[config.mk]
export PLATFORM = sky130hd
export DESIGN_NAME = mem_dump_top
export DESIGN_NICKNAME = d
export VERILOG_FILES = /design/src/source/spi_pkg.sv /design/src/source/mem_pkg.sv /design/src/source/mem_tm_if.sv /design/src/source/mem_dump_top.sv /design/src/source/spi_master_w.sv /design/src/source/mem_send_ctrl.sv /design/src/source/data_mem.sv
export SDC_FILE = /design/constraint.sdc
export NUM_CORES = 1
export LEC_CHECK = 0
export BUFFER_PORTS_ARGS = -buffer_cell sky130_fd_sc_hd__buf_2
export CAP_MARGIN = 20
export CORE_AREA = 2 2 238 298
export CTS_CLUSTER_SIZE = 8
export DETAILED_ROUTE_END_ITERATION = 8
export DIE_AREA = 0 0 240 300
export GPL_ROUTABILITY_DRIVEN = 0
export PLACE_DENSITY_LB_ADDON = 0.15
export RECOVER_POWER = 50
export SLEW_MARGIN = 0
export SYNTH_ARGS = -nofsm -noshare
export SYNTH_HDL_FRONTEND = slang
export SYNTH_SLANG_ARGS = --single-unit
[constraint.sdc]
create_clock -name clk -period 23.6 [get_ports clk]
set_clock_uncertainty 0.2 [all_clocks]
set_input_delay 2.36 -clock clk [delete_from_list [all_inputs] [get_ports clk]]
set_output_delay 2.36 -clock clk [all_outputs]
set_load 0.02 [all_outputs]
[src/source/spi_pkg.sv]
package spi_pkg;

    // clk cycles per half period of sck
    localparam int SPI_SCK_HALF = 2;

    // Bits per framed word
    localparam int SPI_WORD_BITS = 32;

    // Counters for bits and for clk cycles within a half period
    typedef logic [$clog2(SPI_WORD_BITS)-1:0] spi_cnt_t;
    typedef logic [$clog2(SPI_SCK_HALF + 1)-1:0] spi_half_t;

endpackage

[src/source/mem_pkg.sv]
package mem_pkg;

    // Data word and byte address of the dump memory
    typedef logic [31:0] mem_word_t;
    typedef logic [31:0] mem_addr_t;

    // Memory geometry
    localparam int MEM_DEPTH = 16;
    localparam int MEM_ADDR_STEP = 4;
    localparam int MEM_IDX_BITS = $clog2(MEM_DEPTH);

    // Byte address of the last word
    localparam mem_addr_t MEM_LAST_ADDR = mem_addr_t'((MEM_DEPTH - 1) * MEM_ADDR_STEP);

    // pslverr values
    localparam logic APB_OK = 1'b0;
    localparam logic APB_ERR = 1'b1;

endpackage
[src/source/mem_tm_if.sv]
interface mem_tm_if;

    import mem_pkg::*;

    // Test mode owns the memory read port
    logic tm;
    mem_addr_t addr;

    // Answered combinationally by the memory
    mem_word_t rd;
    logic err;

    modport ctrl (
        output tm,
        output addr,
        input  rd,
        input  err
    );

    modport mem (
        input  tm,
        input  addr,
        output rd,
        output err
    );

endinterface

[src/source/mem_dump_top.sv]
module mem_dump_top (
    input  logic               clk,
    input  logic               rst,
    input  logic               psel,
    input  logic               penable,
    input  logic               pwrite,
    input  mem_pkg::mem_addr_t paddr,
    input  mem_pkg::mem_word_t pwdata,
    output mem_pkg::mem_word_t prdata,
    output logic               pready,
    output logic               pslverr,
    input  logic               dump_go,
    output logic               dump_done,
    output logic               sck,
    output logic               ss,
    output logic               mosi
);

    logic spi_en;
    logic spi_busy;

    mem_tm_if tm_bus ();

    data_mem u_mem (
        .clk     (clk),
        .rst     (rst),
        .psel    (psel),
        .penable (penable),
        .pwrite  (pwrite),
        .paddr   (paddr),
        .pwdata  (pwdata),
        .prdata  (prdata),
        .pready  (pready),
        .pslverr (pslverr),
        .tm_port (tm_bus.mem)
    );

    mem_send_ctrl u_ctrl (
        .clk       (clk),
        .rst       (rst),
        .dump_go   (dump_go),
        .dump_done (dump_done),
        .tm_port   (tm_bus.ctrl),
        .spi_en    (spi_en),
        .spi_busy  (spi_busy)
    );

    // Word goes straight from the test-mode read port
    spi_master_w u_spi (
        .clk  (clk),
        .rst  (rst),
        .word (tm_bus.rd),
        .en   (spi_en),
        .busy (spi_busy),
        .sck  (sck),
        .ss   (ss),
        .mosi (mosi)
    );

endmodule

[src/source/spi_master_w.sv]
module spi_master_w (
    input  logic               clk,
    input  logic               rst,
    input  mem_pkg::mem_word_t word,
    input  logic               en,
    output logic               busy,
    output logic               sck,
    output logic               ss,
    output logic               mosi
);

    import mem_pkg::*;
    import spi_pkg::*;

    typedef enum logic [1:0] {
        S_IDLE,
        S_LOAD,
        S_SHIFT,
        S_END
    } state_e;

    state_e    state;
    mem_word_t shreg;
    spi_cnt_t  bit_cnt;
    spi_half_t half_cnt;

    always_ff @(posedge clk or posedge rst) begin
        if (rst) begin
            state <= S_IDLE;
            sck <= 1'b0;
            bit_cnt <= '0;
            half_cnt <= '0;
        end else begin
            case (state)
                S_IDLE: begin
                    if (en) begin
                        state <= S_LOAD;
                    end
                end
                S_LOAD: begin
                    state <= S_SHIFT;
                    sck <= 1'b0;
                    bit_cnt <= '0;
                    half_cnt <= '0;
                end
                S_SHIFT: begin
                    if (half_cnt == spi_half_t'(SPI_SCK_HALF - 1)) begin
                        half_cnt <= '0;
                        sck <= ~sck;
                        // Falling edge closes one bit
                        if (sck) begin
                            if (bit_cnt == spi_cnt_t'(SPI_WORD_BITS - 1)) begin
                                state <= S_END;
                            end else begin
                                bit_cnt <= bit_cnt + 1'b1;
                            end
                        end
                    end else begin
                        half_cnt <= half_cnt + 1'b1;
                    end
                end
                S_END: state <= S_IDLE;
                default: state <= S_IDLE;
            endcase
        end
    end

    // Payload, loaded on acceptance and shifted on falling sck
    always_ff @(posedge clk) begin
        if (state == S_IDLE && en) begin
            shreg <= word;
        end else if (state == S_SHIFT && sck
                     && half_cnt == spi_half_t'(SPI_SCK_HALF - 1)) begin
            shreg <= shreg << 1;
        end
    end

    assign busy = (state != S_IDLE);
    assign ss = (state != S_SHIFT);
    assign mosi = (state == S_SHIFT) ? shreg[SPI_WORD_BITS-1] : 1'b0;

endmodule

[src/source/mem_send_ctrl.sv]
module mem_send_ctrl (
    input  logic  clk,
    input  logic  rst,
    input  logic  dump_go,
    output logic  dump_done,
    mem_tm_if.ctrl tm_port,
    output logic  spi_en,
    input  logic  spi_busy
);

    import mem_pkg::*;

    typedef enum logic [2:0] {
        IDLE,
        SEND_WORD,
        WAIT_BUSY,
        WAIT_WORD,
        FINISHED
    } state_e;

    state_e    cs;
    mem_addr_t addr_reg;

    always_ff @(posedge clk or posedge rst) begin
        if (rst) begin
            cs <= IDLE;
            addr_reg <= '0;
        end else if (!dump_go) begin
            // Abort, the SPI master still completes its word
            cs <= IDLE;
            addr_reg <= '0;
        end else begin
            case (cs)
                IDLE: begin
                    if (!spi_busy) begin
                        cs <= SEND_WORD;
                    end
                end
                SEND_WORD: cs <= WAIT_BUSY;
                WAIT_BUSY: begin
                    if (spi_busy) begin
                        cs <= WAIT_WORD;
                    end
                end
                WAIT_WORD: begin
                    if (!spi_busy) begin
                        if (addr_reg == MEM_LAST_ADDR || tm_port.err) begin
                            cs <= FINISHED;
                            addr_reg <= '0;
                        end else begin
                            cs <= SEND_WORD;
                            addr_reg <= addr_reg + mem_addr_t'(MEM_ADDR_STEP);
                        end
                    end
                end
                FINISHED: cs <= FINISHED;
                default: cs <= IDLE;
            endcase
        end
    end

    assign tm_port.addr = addr_reg;
    assign tm_port.tm = (cs == SEND_WORD) || (cs == WAIT_BUSY) || (cs == WAIT_WORD);
    assign spi_en = (cs == SEND_WORD) || (cs == WAIT_BUSY);
    assign dump_done = (cs == FINISHED);

endmodule

[src/source/data_mem.sv]
module data_mem (
    input  logic                clk,
    input  logic                rst,
    input  logic                psel,
    input  logic                penable,
    input  logic                pwrite,
    input  mem_pkg::mem_addr_t  paddr,
    input  mem_pkg::mem_word_t  pwdata,
    output mem_pkg::mem_word_t  prdata,
    output logic                pready,
    output logic                pslverr,
    mem_tm_if.mem               tm_port
);

    import mem_pkg::*;

    mem_word_t mem [MEM_DEPTH];

    logic                    apb_access;
    logic                    apb_err;
    logic [MEM_IDX_BITS-1:0] apb_idx;
    logic [MEM_IDX_BITS-1:0] tm_idx;

    // Out of range or not word aligned
    function automatic logic addr_bad(input mem_addr_t a);
        return (a > MEM_LAST_ADDR) || (a[1:0] != 2'b00);
    endfunction

    assign apb_access = psel && penable;
    assign apb_idx = paddr[MEM_IDX_BITS+1:2];
    assign tm_idx = tm_port.addr[MEM_IDX_BITS+1:2];

    // Dump in progress locks the image against the host
    assign apb_err = addr_bad(paddr) || tm_port.tm;

    // Zero wait states
    assign pready = 1'b1;

    assign pslverr = (apb_access && apb_err) ? APB_ERR : APB_OK;
    assign prdata = apb_err ? '0 : mem[apb_idx];

    always_ff @(posedge clk or posedge rst) begin
        if (rst) begin
            for (int i = 0; i < MEM_DEPTH; i++) begin
                mem[i] <= '0;
            end
        end else if (apb_access && pwrite && !apb_err) begin
            mem[apb_idx] <= pwdata;
        end
    end

    // Test-mode read port
    assign tm_port.err = addr_bad(tm_port.addr);
    assign tm_port.rd = tm_port.err ? '0 : mem[tm_idx];

endmodule

After elaboration in Yosys (flattened, before gate mapping) --
Index checks and enable logic that the tools add are counted.
Word-level totals: output and inout port bits 38, input port bits 70, bits in registers 589, word-level logic and storage cells 120
Cells by class: $lt $le $gt $ge 5, equal/unequal tests 21, reduce and logical (&&, ||, !) cells 27, add/sub/neg operators 3, bitwise gates (word level) 3, multiplexer cells 38
Operators by type and width (number):
- 512-bit bitwise mux | 1
- 32-bit two-way mux | 13
- 32-bit binary-select mux with 4-bit select | 2
- 32-bit demux with 4-bit select | 1
- 32-bit by 6-bit > comparator with 1-bit output (second input constant) | 2
- 32-bit by 3-bit adder with 32-bit output (second input constant) | 1
- 32-bit by 6-bit == test with 1-bit output (second input constant) | 1
- 3-bit two-way mux | 5
- 5-bit two-way mux | 3
- 3-bit case mux with 5 select lines | 1
- 5-bit >= comparator (second input constant) | 2
- 2-bit two-way mux | 5
- 4-bit NOT with 5-bit output | 2
- 5-bit case mux with 2 select lines | 1
- 2-bit nonzero test | 5
- 1-bit logical AND | 8
- 2-bit by 1-bit inequality test with 1-bit output (second input constant) | 4
- 2-bit inequality test (second input constant) | 4
- 2-bit case mux with 4 select lines | 1
- 4-bit AND reduction | 2
- 3-bit by 2-bit == test with 1-bit output (second input constant) | 2
- 1-bit logical OR | 6
- 3-bit inequality test (second input constant) | 2
- 5-bit by 1-bit adder with 5-bit output (second input constant) | 1
- other kinds (17) | 22

Logic depth before layout (Yosys ltp) --
depth after elaboration 7, depth in mapped cells 8, mapped depth without buffers 6

Modules after synthesis --
A second synthesis with hierarchy kept.
Unflattened totals: cells, all modules 2043, area, all modules 30967.2 µm²
By module, submodules not included:
- data_mem | area each 27143.5 µm², times used 1, cells each 1710, sequential area each 12812.3 µm²
- spi_master_w | area each 1934.4 µm², times used 1, cells each 125, sequential area each 1211.2 µm²
- mem_send_ctrl | area each 1889.3 µm², times used 1, cells each 208, sequential area each 825.8 µm²

Worst setup path before layout --
No wires, ideal clock.
path kind input to output, from input paddr[3], to output prdata[10], data arrival time 4.007 ns, data required time 21.040 ns, path buffers 3, slack 17.033 ns, stages 6, cells stage by stage buf_2 buf_2 buf_1 mux4_2 mux4_2 nor2b_1
Between the ends: word-level cells in the longest chain between the ends 5, elaborated cells between the ends (all ways) 8, classes of those cells order compare (1); mux (4); bitwise (1); reduce/logical (2)
RTL lines:
- start: declaration | RTL line mem_dump_top.sv:7 | input mem_pkg::mem_addr_t paddr,
- branches (longest 4 deep; another with 32-bit by 6-bit > comparator with 1-bit output)
- 32-bit two-way mux (*) | RTL line data_mem.sv:40 | assign prdata = apb_err ? '0 : mem[apb_idx];
- end: declaration | RTL line mem_dump_top.sv:9 | output mem_pkg::mem_word_t prdata,
Every way passes the cells marked *. The select of a mux whose other input is x is not followed.

==> results.sh <==
export IMPL_fmax_mhz=79.32
export IMPL_root_buffer="clkbuf_16"
export IMPL_rr_endpoint="u_spi.shreg[14]"
export IMPL_max_cap_violations=17
export IMPL_drtIter0Drc=1585
export IMPL_dieWidth_um=240
export IMPL_io_pin_count=108
export IMPL_syn_area_um2=30870
export IMPL_clk_latency_ns=0.62
export IMPL_wl_per_cell_um=28.38
export IMPL_critPathArrivalTime_ns=13.16
export IMPL_grt_max_degree=122
export IMPL_cts_sinks=587
export IMPL_clk_pin_slew_ns=0.05
export IMPL_worstSetupEndpointType="async pin"
export IMPL_finalSetupViolCount=0
export IMPL_hold_path_class="flip-flop to flip-flop"
export IMPL_largest_reg_flops=512
export IMPL_timing_final_crit_period_ns=12.61
export IMPL_final_util_pct=49.59
export IMPL_vias=18890
export IMPL_drc_errors=0
export IMPL_setup_tns_ns=0
export IMPL_p_leak_nw=15.77
export IMPL_slew_viol_final=661
export IMPL_wl_um=85210
export IMPL_stdcell_count=3002
export IMPL_rsz0062_at_grt="false"
export IMPL_antenna_found_initial=5
export IMPL_tightest_slew_ns=5.346
export IMPL_area_delta_synth_final_pct=11.12
export IMPL_grt_usage_pct=24.39
export IMPL_drt_first_pass_iters=5
export IMPL_grt_overflow=0
export IMPL_rows=108
export IMPL_cts_repair_resized=0
export IMPL_cp_max_fo=121
export IMPL_synth_common_cells="dfrtp_1 (555), mux4_2 (289), mux2_1 (258)"
export IMPL_worstReg2RegStart="u_ctrl.tm_port.addr[2]"
export IMPL_synth_most_common_cell="dfrtp_1"
export IMPL_power_density_nw_per_um2=69.92
export IMPL_cts_tree="yes"
export IMPL_grt_pass1_vias=20090
export IMPL_maxSlewHeadroom_pct=-258.4
export IMPL_grt_pass1_wl_um=130000
export IMPL_place_hpwl_um=47970
export IMPL_crit_type="input port to async pin"
export IMPL_rrSetupSlack_ns=15.37
export IMPL_power_mw=2.399
export IMPL_ir_drop_uv=49.53
export IMPL_synth_area_leaders="dfrtp_1 (45%), mux4_2 (21%), mux2_1 (9.4%)"
export IMPL_yosysTopAreaCell="dfrtp_1"
export IMPL_async_reset_ff_share_pct=94.55
export IMPL_post_cts_buffers=0
export IMPL_yosysSeqAreaShare_pct=48.10
export IMPL_htree_num_levels=3
export IMPL_die_area_um2=72000
export IMPL_initial_core_util_pct=44.63
export IMPL_yosysWarningCount=0
export IMPL_hold_viol_final=0
export IMPL_post_synth_top_area_fraction_pct=44.98
export IMPL_syn_inst=1992
export IMPL_rr_worst_depth=6
export IMPL_post_dp_cell_area_um2=32110
export IMPL_ant_nets=0
export IMPL_avgSynthCellArea_um2=15.50
export IMPL_syn_nets=2068
export IMPL_cts_max_path_buffers=3
export IMPL_start_kind="input port"
export IMPL_dp_cells=2885
export IMPL_synthFlopType="dfrtp_1"
export IMPL_stdcell_area_um2=34310
export IMPL_post_route_period_util_pct=53.42
export IMPL_vias_per_cell=6.291
export IMPL_crit_end="u_mem.mem[438]"
export IMPL_synth_edf_count=32
export IMPL_port_buffers=106
export IMPL_ys_ff_latch=587
export IMPL_die_h_um=300
export IMPL_drive_above_1_share_pct=37.66
export IMPL_outcome="finished, violations left"
export IMPL_postCtsHoldBufs=0
export IMPL_numCtsBuffers=83
export IMPL_cp_required_ns=24.16
export IMPL_fin_nets=2114
export IMPL_synth_cell_types=55
export IMPL_critPathLaunch="rst"
export IMPL_core_area_um2=69190
export IMPL_violations="capacitance limit, slew limit"
logic make-up (layout without fill, tap and decap cells):
family,Yosys count,count (layout),synth area share (%)
buf+inv,206,280,3.254
compound gates,145,145,3.501
other cells,1,2,0.01215
simple gates,235,235,4.442
mux,805,805,40.25
xor+xnor,7,7,0.1986
flops,587,587,48.10
fa+ha+maj,6,6,0.2431
per-stage QoR:
stage | worst slack (ns) | hold WS [ns]
floorplan | 5.521 | 0.2677
global placement | 15.77 | 0.2864
detailed placement | 15.74 | 0.2971
CTS | 15.75 | 0.3099
global route | 8.835 | 0.3233
finish | 10.99 | 0.3069
where the power goes:
part	internal (mW)	switching (mW)	total (mW)	leakage (nW)
clock network	0.680	0.435	1.11	1.14
registers	1.05	0.0150	1.07	8.04
logic	0.0678	0.148	0.215	6.59
total	1.80	0.597	2.40	15.8
layout by cell type (no fill, tap or decap), types with 8 or more instances in the layout:
master and count:
a22oi_1 43, and4_1 8, mux4_2 289, a22o_1 31, nand2_1 44, mux2_1 262, o22ai_1 20, a211oi_1 16
nor4_1 19, nand4_1 25, edfxtp_1 32, nor2b_1 35, nor2_1 20, clkbuf_16 89, clkbuf_1 41, mux2_4 26
nand3_1 9, nor3_1 21, o21ai_0 9, inv_1 14, dfrtp_1 554, mux2_2 225, nand2b_1 8, buf_4 29
and3_1 12, buf_2 100
critical path, cell delays in order:
cell,delay (ns)
buf_2,0.10
clkinvlp_2,2.91
clkbuf_1,0.49
clkbuf_1,2.70
clkbuf_1,2.56
buf_4,0.99
buf_4,0.47
buf_16,0.36
area by class of cell:
class	instances	area [um^2]
clock buffers	112	2313
clock inverters	1	30.03
repair buffers	152	882.1
flip-flops and latches	587	14850
diodes	1	2.502
multi-input cells	1199	15000
well taps	935	1170
inverters	15	57.56
fillers	5950	34880
how the worst min path moves through the flow:
stage | depth (start not counted) | slack, ns | endpoint | from
finish | 1 | 0.31 | u_mem.mem[289] | u_mem.mem[289]
global route | 1 | 0.32 | u_mem.mem[269] | u_mem.mem[269]
CTS | 1 | 0.31 | u_mem.mem[279] | u_mem.mem[279]
detailed placement | 1 | 0.30 | u_mem.mem[301] | u_mem.mem[301]
global placement | 1 | 0.29 | u_mem.mem[298] | u_mem.mem[298]
floorplan | 1 | 0.27 | u_spi.half_cnt[1] | u_spi.half_cnt[1]
per-layer routing:
metal	up-vias	track usage, %	part of all wire, %
li1	7893	-	-
met3	140	3.443	4.7
met1	10320	34.03	44
met4	6	7.897	2.4
met5	-	0	0.050
met2	526	39.64	49
No activity file was read; power rests on OpenSTA's default activity.
